==> src/source/tick_gen.sv <==
`timescale 1ns/1ps

module tick_gen #(
    parameter clk_mhz = 125,  // Main clock frequency
    parameter tick_hz = 1     // Strobe rate
) (
    input  logic clk,
    input  logic reset,
    output logic tick         // One cycle wide
);

    localparam int ratio = clk_mhz * 1000000 / tick_hz;     // Cycles per tick
    localparam int w_cnt = (ratio > 2) ? $clog2(ratio) : 1;

    logic [w_cnt - 1:0] cnt;  // Cycles left until the next tick

    always_ff @(posedge clk) begin
        if (reset) begin
            cnt  <= w_cnt'(ratio - 1);
            tick <= 1'b0;
        end else begin
            tick <= (cnt == '0);                  // Pulse as the count runs out
            if (cnt == '0)
                cnt <= w_cnt'(ratio - 1);         // Reload, period is ratio
            else
                cnt <= cnt - 1'b1;
        end
    end

    //------------------------------------------------------------

    // A strobe, never a level
    tick_single_cycle: assert property (
        @(posedge clk) disable iff (reset) tick |=> !tick
    );

endmodule

==> config.mk <==
export PLATFORM = sky130hd
export DESIGN_NAME = tick_gen
export DESIGN_NICKNAME = d
export VERILOG_FILES = /design/src/source/tick_gen.sv
export SDC_FILE = /design/constraint.sdc
export NUM_CORES = 1
export LEC_CHECK = 0
export BUFFER_PORTS_ARGS = -buffer_cell sky130_fd_sc_hd__buf_2
export CELL_PAD_IN_SITES_DETAIL_PLACEMENT = 2
export CELL_PAD_IN_SITES_GLOBAL_PLACEMENT = 2
export CORE_MARGIN = 3
export CORE_UTILIZATION = 28
export CTS_BUF_LIST = sky130_fd_sc_hd__clkbuf_2
export DETAILED_ROUTE_END_ITERATION = 12
export PLACE_DENSITY_LB_ADDON = 0.1
export RECOVER_POWER = 100
export SYNTH_ARGS = -nofsm -noshare
export SYNTH_HDL_FRONTEND = slang
export SYNTH_SLANG_ARGS = --single-unit
==> constraint.sdc <==
create_clock -name clk -period 6 [get_ports clk]
set_input_delay 0.6 -clock clk [delete_from_list [all_inputs] [get_ports clk]]
set_output_delay 0.6 -clock clk [all_outputs]
set_load 0.05 [all_outputs]
==> flow_metrics.tcl <==
set metrics [dict create \
    rows 24 \
    routed_via_density 5.68 \
    cp_slowest_cell "o31ai_1" \
    coreArea_um2 4410 \
    final_area_um2 1360 \
    clockRootBuffer "clkbuf_2" \
    place_congestion 0.697 \
    critPathBufInv 0 \
    clock-skew-final_ns 0.0201 \
    endpoint_kind "flip-flop" \
    synthCells 148 \
    vias 1130 \
    cts_hold_buf 0 \
    timing.fmax_mhz 308 \
    min_period_ns 3.25 \
    p_per_area_nw_per_um2 198 \
    port_buffers 2 \
    postLayoutCoreUtil_pct 30.9 \
    insertedDiodeCount 0 \
    cts_buffers 3 \
    worstPathArrival_ns 3.50 \
    grt_max_degree 22 \
    nFillCells 525 \
    clkLatencyLatePin_ns 0.39 \
    ys_seq_area_share_pct 43.0 \
    grt_pass1_vias 1200 \
    worstPathRequired_ns 6.25 \
    syn_nets 152 \
    fin_cells 199 \
    critical_path_peak_fanout 21 \
    setup_viol 0 \
    avgSynthCellArea_um2 8.80 \
    drt_iter0_drc 37 \
    path_clk_slew_ns 0.26 \
    grt_pass1_wl_um 5800 \
    die_h_um 74.2 \
    grt_overflow 0 \
    ys_top_cells_by_count "dfxtp_1, nand2_1, nor2_1" \
    start_kind "flip-flop" \
    report.final.hold_viol_count 0 \
    fin_hold_ws_ns 0.387 \
    power_mw 0.270 \
    p_sw_mw 0.0648 \
    antenna_found_initial 0 \
    place_area_um2 1360 \
    slew_violations 0 \
    dr.pass1.iters 4 \
    dpl.hpwl_um 2400 \
    post-route-period-util_pct 54.2 \
    clk_path_buf_depth 2 \
    finalNetCount 153 \
    die-area_um2 5510 \
    synth_top_area_share_pct 43.0 \
    cts_resized 0 \
    slew_headroom_pct 20.4 \
    yosys_register_bits 28 \
    synth_cell_types 27 \
    cp_slowest_stage_delay_ns 1.24 \
    fp.dieW_um 74.2 \
    ios 3 \
    post-route-worst-setup-slack_ns 2.75 \
    htreeDepth 1 \
    layout-drive-gt1-share_pct 7.48 \
    dp_slack_ns 3.13 \
    finalSetupTns_ns 0 \
    synth_ff_type "dfxtp_1" \
    path_delay_family "simple AND/OR/NAND/NOR gates" \
    drc 0 \
    worstSetupPathType "flip-flop to flip-flop" \
    wl_per_cell_um 16.4 \
    wl_um 3270 \
    synth_top_area_cell "dfxtp_1" \
    p_int_mw 0.205 \
    cts.sinks 28 \
    tightest_slew_ns 1.18 \
    pwr-share-clk_pct 26.2 \
    status "completed" \
    p_leak_nw 0.388 \
    seqPwrFrac_pct 70.6 \
    cts_tree "yes" \
    synthArstFlopShare_pct 0 \
    grt_usage_pct 13.8 \
    rsz0062_at_grt "false" \
    area_delta_synth_final_pct 4.71 \
    dp_cells 196 \
    switching_share_pct 24.1 \
    postCtsSetupBuffers 0 \
    drtAntennaViolNets 0 \
    pwr-share-comb_pct 3.3 \
    hp-class "input pin to flip-flop" \
    path_cells "nor4_1 -> nand4_1 -> o31ai_1 -> nor2_1" \
    ys_warn_count 0 \
    synthMostInstantiatedCell "dfxtp_1" \
    start_util_pct 29.5 \
    synth_edf_count 0 \
    synth_area_um2 1300 \
    vdd_drop_max_mv 0.0864 \
    yosys-top-cells-area "dfxtp_1, o31ai_1, or4_1" \
    drv_cap 0 \
]
## metal layers
layer	part of all wire, %	vias up	track usage, %
met5	0	-	0
met4	1.4	0	4.83
met3	1.9	5	3.24
met2	49	5	23.2
met1	47	564	17.1
li1	-	556	-
## power by group through the flow
stage / clock network [mW] / registers [mW] / logic [mW]
after floorplan: 0 / 0.193 / 0.00656
after global placement: 0 / 0.193 / 0.00879
after detailed placement: 0 / 0.194 / 0.00932
after CTS: 0.0784 / 0.190 / 0.00929
after global routing: 0.0858 / 0.191 / 0.0104
final: 0.0706 / 0.190 / 0.00880
## cells in the final DEF (no fill, tap or decap), types with 5 or more instances in the layout
cell type	n
nand2_1	13
dfxtp_1	28
a21oi_1	6
xnor2_1	7
or4_1	9
nor4_1	7
nand3_1	8
nor3_1	5
o31ai_1	10
or3_1	8
nor2_1	10
## path summary, 6_finish.rpt
path | to | start | slack [ns] | depth (start not counted)
hold reg to reg | cnt[0] | cnt[0] | 0.45 | 1
setup / recovery | cnt[7] | cnt[6] | 2.75 | 4
hold / removal | tick | reset | 0.39 | 2
setup reg to reg | cnt[7] | cnt[6] | 2.75 | 4
## state kept, by name (all words and copies together), names as in the netlist
register	cells
cnt	27
tick	1
## layout make-up
class | instances | area (um^2) | area share (%)
Multi-Input combinational cell | 111 | 703 | 51.6
Clock buffer | 3 | 15.0 | 1.10
Sequential cell | 28 | 561 | 41.1
Inverter | 3 | 11.3 | 0.826
Timing Repair Buffer | 2 | 8.76 | 0.642
Tap cell | 52 | 65.1 | 4.77
## kinds of logic (layout without fill, tap and decap cells)
logic type / after synthesis / count (layout) / share of synthesized area (%)
flops: 28 / 28 / 43.0
buf+inv: 9 / 8 / 2.59
simple gates: 75 / 75 / 32.6
xor+xnor: 10 / 10 / 6.72
compound gates: 24 / 24 / 13.2
fa+ha+maj: 2 / 2 / 1.92
(Power assumes the default switching activity.)
