## src/source/board_pkg.sv

```systemverilog
package board_pkg;

    //------------------------------------------------------------
    // Widths that carry a meaning

    typedef logic [ 7:0] seg_t;      // One digit, abcdefgh, segment a at bit 7
    typedef logic [ 7:0] key_vec_t;  // TM1638 keys, board keys ORed into low bits
    typedef logic [ 7:0] led_vec_t;  // TM1638 LEDs, low four also on the board
    typedef logic [31:0] count_t;    // Eight hex digits
    typedef logic [ 7:0] tm_cmd_t;   // One byte on the serial bus

    // Everything the display shows in one refresh
    typedef struct packed {
        seg_t [7:0] digits;          // Digit 0 is the rightmost one
        led_vec_t   leds;
    } disp_frame_t;

    //------------------------------------------------------------
    // TM1638 command bytes

    localparam tm_cmd_t cmd_write_auto = 8'h40;  // Data write, address auto increment
    localparam tm_cmd_t cmd_read_keys  = 8'h42;  // Key scan read
    localparam tm_cmd_t cmd_addr0      = 8'hc0;  // Start address 0
    localparam tm_cmd_t cmd_display_on = 8'h8f;  // Display on, full brightness

    //------------------------------------------------------------
    // Hex digit to segments, abcdefgh

    localparam seg_t hex_seg [0:15] = '{
        8'b1111_1100,  // 0
        8'b0110_0000,  // 1
        8'b1101_1010,  // 2
        8'b1111_0010,  // 3
        8'b0110_0110,  // 4
        8'b1011_0110,  // 5
        8'b1011_1110,  // 6
        8'b1110_0000,  // 7
        8'b1111_1110,  // 8
        8'b1111_0110,  // 9
        8'b1110_1110,  // A
        8'b0011_1110,  // b
        8'b1001_1100,  // C
        8'b0111_1010,  // d
        8'b1001_1110,  // E
        8'b1000_1110   // F
    };

endpackage

```

## src/source/key_merge.sv

```systemverilog
`timescale 1ns/1ps

module key_merge #(
    parameter w_key = 4                     // Number of board keys
) (
    input  logic                 clk,
    input  logic                 reset,
    input  logic [w_key - 1:0]   key,       // Board keys, asynchronous
    input  board_pkg::key_vec_t  tm_keys,   // Keys read back from the TM1638
    output board_pkg::key_vec_t  keys       // Merged key vector
);

    logic [w_key - 1:0] key_meta;  // First synchronizer stage
    logic [w_key - 1:0] key_sync;  // Second stage, safe to use

    //------------------------------------------------------------
    // Two flop synchronizer

    always_ff @(posedge clk) begin
        if (reset) begin
            key_meta <= '0;
            key_sync <= '0;
        end else begin
            key_meta <= key;
            key_sync <= key_meta;
        end
    end

    //------------------------------------------------------------
    // Duplicate mode, board keys share the low bits

    always_comb begin
        keys = tm_keys;
        keys = keys | board_pkg::key_vec_t'(key_sync);  // Zero extended
    end

    // More board keys than merged bits would silently drop some
    key_width_fits: assert property (
        @(posedge clk) w_key <= $bits(board_pkg::key_vec_t)
    );

endmodule

```

## config.mk

```make
export PLATFORM = sky130hd
export DESIGN_NAME = key_merge
export DESIGN_NICKNAME = d
export VERILOG_FILES = /design/src/source/board_pkg.sv /design/src/source/key_merge.sv
export SDC_FILE = /design/constraint.sdc
export NUM_CORES = 1
export LEC_CHECK = 0
export ABC_AREA = 0
export BUFFER_PORTS_ARGS = -buffer_cell sky130_fd_sc_hd__buf_2
export CAP_MARGIN = 30
export CORE_AREA = 2 2 39 41
export DETAILED_ROUTE_END_ITERATION = 8
export DIE_AREA = 0 0 41 43
export SETUP_SLACK_MARGIN = 0.05
export SLEW_MARGIN = 10
export SYNTH_ARGS = -nofsm -noshare
export SYNTH_HDL_FRONTEND = slang
export SYNTH_SLANG_ARGS = --single-unit
export TNS_END_PERCENT = 20
```

## constraint.sdc

```tcl
create_clock -name clk -period 1.4 [get_ports clk]
set_input_delay 0.07 -clock clk [delete_from_list [all_inputs] [get_ports clk]]
set_output_delay 0.07 -clock clk [all_outputs]
set_load 0.01 [all_outputs]
```

==> metrics.cfg <==
[global_routing]
grt_max_degree=9
antenna_found_initial=0
overflow=0
grt_pass1_wl_um=427
grt_pass1_vias=111
grt_util_all_layers_pct=4.844

[clock_network]
post_cts_resized=0
cts_tree=built
cts_root_buf=clkbuf_4
cts_setup_buffers=0
clock_latency_ps=250
path_clk_slew_ps=50
cts_hold_buf=0
cts_buffer_depth=2
htreeDepth=1
numCtsBuffers=3
cts_sinks=8

[drt]
remaining_drc_errors=0
firstDrtPassIters=2
dr.first_iter.drc_count=4
ant_nets=0
via_count=162
routed_wl_um=344
wl_per_cell_um=6.615
vias_per_cell=3.115

[setup_path]
cp_max_fo=1
cp-startpoint=key_sync[3]$_SDFF_PP0_
crit_required_ps=1330
endpoint_kind=output port
critPathLaunchType=register
critical_path_arrival_ps=880
r2r_start=key_meta[1]$_SDFF_PP0_
worstSetupPathType=reg -> out

[floorplan]
start_util_pct=19.17
dieArea_um2=1763
ios=22
rows=14
chipWidth_um=41
fp.dieH_um=43
core_area_um2=1384

[flow_run]
maxCapViolCount=0

[sta]
fmax_mhz=1057
final_hold_viol_count=0
fin_crit_ps=946.4
clock-skew-final_ps=1.798
worst_pin_slew_ps=130.5
rsz0062_at_grt=no
drv_slew=0
setup_violations=0
fin_tns_setup_ps=0
post-route-period-util_pct=67.60
slew_headroom_pct=91.30

[worst_hold_path]
min_from=key[0]
min_path_type=in -> reg

[finish]
fillers=145
layout_common_cells=buf_2, nor2b_1, dfxtp_1, or2_1, clkbuf_4
area_delta_synth_final_pct=29.25
final_common_cell=buf_2
drive_gt1_share_pct=44.44
final_util_pct=24.77
antenna_cells=0
final_nets=52

[place]
port_buffers=13
place_congestion=0.5993

[synthesis]
synth_cells=24
synth_cell_types=4
ys_ff_latch=8
avgSynthCellArea_um2=11.05
yosysSeqAreaShare_pct=60.38
ys_warn_count=0
synth_area_um2=265.3
syn-num-nets=38

[power]
powerDensity_nw_per_um2=1289
ir_worst_vdd_mv=0.6101
leakage_nw=0.1594

[run_status]
status=finished clean

[path summary, 6_finish.rpt]
check | cells after the start | endpoint | slack, ps
max | 2 | keys[3] | 450
min | 2 | key_meta[0]$_SDFF_PP0_ | 30
max reg2reg | 1 | key_sync[1]$_SDFF_PP0_ | 900
min reg2reg | 1 | key_sync[0]$_SDFF_PP0_ | 430
[cell families after synthesis]
| group | count (synthesis) | synth area share (%) |
|---|---|---|
| DFF | 8 | 60.38 |
| and+or+nand+nor | 12 | 28.30 |
| buffers and inverters | 4 | 11.32 |
[cells in the mapped netlist]
cell     number  area [µm²]
dfxtp_1       8       160.2
nor2b_1       8       50.05
buf_4         4       30.03
or2_1         4       25.02
[critical path, stage by stage (launching register included)]
cell     delay [ps]
dfxtp_1         290
or2_1           210
buf_2           130
[state kept, by name, indices dropped and copies added (netlist names)]
| name | count |
|---|---|
| key_meta | 4 |
| key_sync | 4 |
[cell type report]
cell class	count	area [µm²]	area share (%)
flip-flops and latches	8	160.2	46.72
multi-input cells	12	75.07	21.90
repair buffers	13	65.06	18.98
clock buffers	3	22.52	6.569
well taps	16	20.02	5.839
[metal layers]
metal / routed length (µm) / track usage [%] / up-vias
li1: - / - / 92
met4: 0 / 4.000 / 0
met3: 93 / 9.424 / 0
met5: 0 / 0 / -
met2: 108 / 4.063 / 19
met1: 142 / 3.595 / 51
[metrics by stage]
step	total power, W	std cells	hold WS (ps)	cell area, µm²	setup WS, ps
floorplan	0.0002725	24	141.6	265.3	809.0
global placement	0.0002812	49	140.1	320.3	718.8
detailed placement	0.0002821	49	140.1	320.3	710.3
CTS	0.0004545	52	20.96	342.8	434.4
global route	0.0004711	52	27.07	342.8	399.7
finish	0.0004420	52	32.19	342.8	453.6
[power by group]
group	leakage, nW	switching, W	total (W)	internal (W)
clock	0.0138	0.0000678	0.000165	0.0000973
sequential	0.0662	0.00000170	0.000241	0.000239
combinational	0.0794	0.0000141	0.0000362	0.0000221
total	0.159	0.0000836	0.000442	0.000358
(Power assumes the default switching activity.)
