File: src/source/board_pkg.sv
package board_pkg;

    //------------------------------------------------------------
    // Widths that carry a meaning

    typedef logic [ 7:0] seg_t;      // One digit, abcdefgh, segment a at bit 7
    typedef logic [ 7:0] key_vec_t;  // TM1638 keys, board keys ORed into low bits
    typedef logic [ 7:0] led_vec_t;  // TM1638 LEDs, low four also on the board
    typedef logic [31:0] count_t;    // Eight hex digits
    typedef logic [ 7:0] tm_cmd_t;   // One byte on the serial bus

    // Everything the display shows in one refresh
    typedef struct packed {
        seg_t [7:0] digits;          // Digit 0 is the rightmost one
        led_vec_t   leds;
    } disp_frame_t;

    //------------------------------------------------------------
    // TM1638 command bytes

    localparam tm_cmd_t cmd_write_auto = 8'h40;  // Data write, address auto increment
    localparam tm_cmd_t cmd_read_keys  = 8'h42;  // Key scan read
    localparam tm_cmd_t cmd_addr0      = 8'hc0;  // Start address 0
    localparam tm_cmd_t cmd_display_on = 8'h8f;  // Display on, full brightness

    //------------------------------------------------------------
    // Hex digit to segments, abcdefgh

    localparam seg_t hex_seg [0:15] = '{
        8'b1111_1100,  // 0
        8'b0110_0000,  // 1
        8'b1101_1010,  // 2
        8'b1111_0010,  // 3
        8'b0110_0110,  // 4
        8'b1011_0110,  // 5
        8'b1011_1110,  // 6
        8'b1110_0000,  // 7
        8'b1111_1110,  // 8
        8'b1111_0110,  // 9
        8'b1110_1110,  // A
        8'b0011_1110,  // b
        8'b1001_1100,  // C
        8'b0111_1010,  // d
        8'b1001_1110,  // E
        8'b1000_1110   // F
    };

endpackage

File: src/source/lab_counter.sv
`timescale 1ns/1ps

module lab_counter (
    input  logic                   clk,
    input  logic                   reset,
    input  logic                   tick,    // Advance strobe
    input  board_pkg::key_vec_t    keys,    // Merged keys, key 0 clears
    output board_pkg::disp_frame_t frame    // Digits and LEDs for the display
);

    board_pkg::count_t count;   // Hex counter value
    logic              key0_q;  // Key 0 one cycle ago
    logic              clear;   // Key 0 rising edge

    assign clear = keys[0] & ~key0_q;

    //------------------------------------------------------------
    // Counter

    always_ff @(posedge clk) begin
        if (reset) begin
            count  <= '0;
            key0_q <= 1'b0;
        end else begin
            key0_q <= keys[0];
            if (clear)
                count <= '0;                // Clear wins over a tick
            else if (tick)
                count <= count + 1'b1;
        end
    end

    //------------------------------------------------------------
    // Display frame, one cycle behind count

    always_ff @(posedge clk) begin
        for (int i = 0; i < 8; i++) begin
            frame.digits[i] <= board_pkg::hex_seg[count[4 * i +: 4]];  // Nibble i, digit i
        end
        frame.leds <= keys;                 // LEDs mirror the keys
    end

    //------------------------------------------------------------

    // Nothing but a tick or a clear moves the count
    count_moves_on_cause: assert property (
        @(posedge clk) disable iff (reset)
            $changed(count) |-> $past(tick || clear)
    );

endmodule

File: config.mk
export PLATFORM = sky130hd
export DESIGN_NAME = lab_counter
export DESIGN_NICKNAME = d
export VERILOG_FILES = /design/src/source/board_pkg.sv /design/src/source/lab_counter.sv
export SDC_FILE = /design/constraint.sdc
export NUM_CORES = 1
export LEC_CHECK = 0
export ABC_AREA = 1
export BUFFER_PORTS_ARGS = -buffer_cell sky130_fd_sc_hd__clkbuf_2
export CAP_MARGIN = 20
export CORE_MARGIN = 3
export CORE_UTILIZATION = 40
export CTS_BUF_LIST = sky130_fd_sc_hd__clkbuf_8
export DETAILED_ROUTE_END_ITERATION = 12
export GPL_TIMING_DRIVEN = 0
export HOLD_SLACK_MARGIN = 0.08
export SYNTH_ARGS = -nofsm -noshare
export SYNTH_HDL_FRONTEND = slang
export SYNTH_SLANG_ARGS = --single-unit
File: constraint.sdc
create_clock -name clk -period 3.3 [get_ports clk]
set_input_delay 0.33 -clock clk [delete_from_list [all_inputs] [get_ports clk]]
set_output_delay 0.33 -clock clk [all_outputs]
set_load 0.02 [all_outputs]
==> flow_summary_export.csv <==
group,metric,value,unit
outcome,status,"finished, final reports clean",
route,dr_wl_met2,5110,um
route,routedWlPerCell,12.3,um
timing,finalSetupViolCount,0,
yosys,synthArstFlopShare,0,
hold_path,holdPathEnd,"key0_q$_SDFF_PP0_",
final_layout,fin_area,5990,um2
yosys,ys_ff_latch,97,
grt,antenna_found_initial,0,
yosys,netlist_instances,637,
critical_path,r2r_end,"count[24]$_SDFFE_PP0P_",
floorplan,die_area,14100,um2
critical_path,start_kind,"register",
clock_tree,clkTransAtPathRegs,0.09,ns
route,drcViolationCount,0,
timing,finClkSkew,0.0133,ns
clock_tree,post_cts_buffers,0,
timing,max_freq,0.571,GHz
yosys,ys_warn_count,0,
timing,final.period_utilization,0.531,
floorplan,pin_count,83,
grt,globalRoute.totalOverflow,0,
route,first_pass_iters,5,
critical_path,end_kind,"register",
route,vias,4344,
place,gp_congestion,0.853,
clock_tree,cts_sinks,97,
critical_path,crit_type,"reg2reg",
floorplan,core_region_area,12200,um2
route,highest_layer,"met4",
clock_tree,htreeDepth,3,
final_layout,fillers,1237,
critical_path,required,3.61,ns
critical_path,rrSetupSlack,1.55,ns
clock_tree,clock_latency,0.38,ns
place,place_ws,1.56,ns
hold_path,hold_depth,2,
timing,final_max_slew_viol_count,0,
final_layout,antenna_cells,0,
clock_tree,cts_hold_buf,8,
route,wl_met3,614,um
floorplan,die_w,119,um
grt,grt_first_pass_wirelength,19400,um
clock_tree,cts-resized-gates,0,
yosys,synth_edf_count,0,
route,wl_met1,5350,um
timing,hold_violations,0,
power_and_ir_drop,power.leakage,0.00261,uW
timing,worst_slack,1.55,ns
grt,grt_pass1_vias,4141,
hold_path,min_path_type,"in2reg",
timing,tns,0,ns
hold_path,worstHoldStart,"reset",
power_and_ir_drop,powerDensity,346,nW/um2
route,drt_iter0_markers,261,
yosys,ys.flop_type,"dfxtp_1",
clock_tree,root_buffer,"clkbuf_8",
yosys,synth.avg_cell_area,8.00,um2
yosys,ys_types,34,
floorplan,start_util,0.418,
final_layout,area_delta_synth_final,17.5,%
place,dp_hpwl,8510,um
grt,grt_use_total,0.165,
yosys,synth_seq_area_share,0.381,
place,postPlaceCellArea,5710,um2
route,via_per_inst,4.77,
yosys,synth_area,5100,um2
job,maxCapViolations,0,
final_layout,num-nets-final,805,
critical_path,cp_max_fo,7,
grt,grt_max_degree,16,
place,portBuffers,74,
floorplan,rows,40,
timing,period_minus_slack,1.75,ns
clock_tree,cts_tree,"yes",
critical_path,reg2reg_depth,7,
final_layout,drive_above_1_share,0.199,
route,wl,11200,um
power_and_ir_drop,peakVddDrop,0.171,mV
critical_path,regToRegStartpoint,"count[9]$_SDFFE_PP0P_",
timing,grt_setup_unrepaired,"false",
clock_tree,clk_path_buf_depth,2,
critical_path,arrival,2.07,ns
route,ant_nets,0,
clock_tree,cts_buffers,9,
floorplan,die_h,119,um
[cell usage after synthesis, types with 2 or more instances]
cell	instances	area share
nand3_2	2	0.0039
nand2_4	6	0.013
nand3_1	21	0.021
a32oi_1	14	0.024
nor2_4	5	0.011
dfxtp_1	97	0.38
buf_4	13	0.019
nand2_2	7	0.0086
nand4_1	7	0.0086
o21ai_0	28	0.027
a21oi_1	31	0.030
a22oi_1	6	0.0088
clkbuf_1	2	0.0015
a221oi_1	9	0.015
inv_1	87	0.064
o21bai_1	8	0.012
nor2_2	10	0.012
nand2_1	99	0.073
nor3_1	17	0.017
nor2_1	82	0.060
ha_1	57	0.14
buf_2	6	0.0059
a32o_1	7	0.014
buf_6	6	0.013
[state kept, by name, summed over array words and instances, names as in the netlist]
| register | count |
|---|---|
| frame | 64 |
| count | 32 |
| key0_q | 1 |
[per-layer routing]
layer | up-vias | track usage
li1 | 2257 | -
met5 | - | 0
met1 | 1964 | 0.216
met4 | 0 | 0.0695
met3 | 7 | 0.0294
met2 | 116 | 0.269
[metrics by stage]
stage | util | total power (uW) | hold WS, ns | instances
6_report | 0.491 | 2070 | 0.109 | 910
3_5_place_dp | 0.467 | 1300 | 0.434 | 886
4_1_cts | 0.491 | 2110 | 0.0910 | 910
3_3_place_gp | 0.467 | 1300 | 0.432 | 886
5_1_grt | 0.491 | 2170 | 0.102 | 910
2_1_floorplan | - | 1270 | 0.358 | 644
[how the worst max path moves through the flow]
stage	start	end	slack (ns)	cells after the start
final	count[9]$_SDFFE_PP0P_	count[24]$_SDFFE_PP0P_	1.55	7
after CTS	count[1]$_SDFFE_PP0P_	count[24]$_SDFFE_PP0P_	1.52	9
after detailed placement	count[1]$_SDFFE_PP0P_	count[20]$_SDFFE_PP0P_	1.56	9
after floorplan	count[1]$_SDFFE_PP0P_	count[20]$_SDFFE_PP0P_	1.85	8
after global routing	count[9]$_SDFFE_PP0P_	count[24]$_SDFFE_PP0P_	1.36	7
after global placement	count[9]$_SDFFE_PP0P_	count[20]$_SDFFE_PP0P_	1.61	6
[final cells by class]
type | instances | area (um2) | area share
Multi-Input combinational cell | 432 | 2650 | 0.442
Sequential cell | 97 | 1940 | 0.324
Timing Repair Buffer | 82 | 450 | 0.0752
Inverter | 88 | 330 | 0.0551
Tap cell | 168 | 210 | 0.0351
Buffer | 27 | 203 | 0.0338
Clock buffer | 11 | 151 | 0.0253
Clock inverter | 5 | 53.8 | 0.00898
[layout by cell type, fill, tap and decap left out, types with 5 or more instances in the layout]
cell,n
buf_6,6
nand3_1,21
dlygate4sd3_1,8
a32oi_1,14
a21oi_1,31
clkbuf_8,11
inv_1,87
a221oi_1,9
nor2_4,5
clkbuf_2,74
nand2_4,6
buf_4,13
nand2_2,7
a22oi_1,6
nand2_1,99
o21ai_0,28
ha_1,57
nor2_1,82
dfxtp_1,97
a32o_1,7
buf_2,6
conb_1,8
o21bai_1,8
nand4_1,7
nor2_2,10
nor3_1,17
[worst max-delay path: stages, from the launching register on]
cell and delay [ns]:
dfxtp_1 0.48, ha_1 0.27, nand3_1 0.17, nor2_1 0.42, nand3_1 0.15, nand2_1 0.08
inv_1 0.04, nor2_1 0.09
[cells by family (layout without fill, tap and decap cells)]
kind of cell    Yosys count  after routing  share of synthesized area
simple gates            260            260                      0.237
buf+inv                 115            213                      0.105
compound gates          106            106                      0.135
flops                    97             97                      0.381
fa+ha+maj                57             57                      0.140
other cells               1              8                   0.000735
xor+xnor                  1              1                    0.00172
[power breakdown]
group	switching, uW	internal (uW)
logic	54.7	37.3
registers	5.11	1180
clock network	407	389
total	466	1610
(Power assumes the default switching activity.)
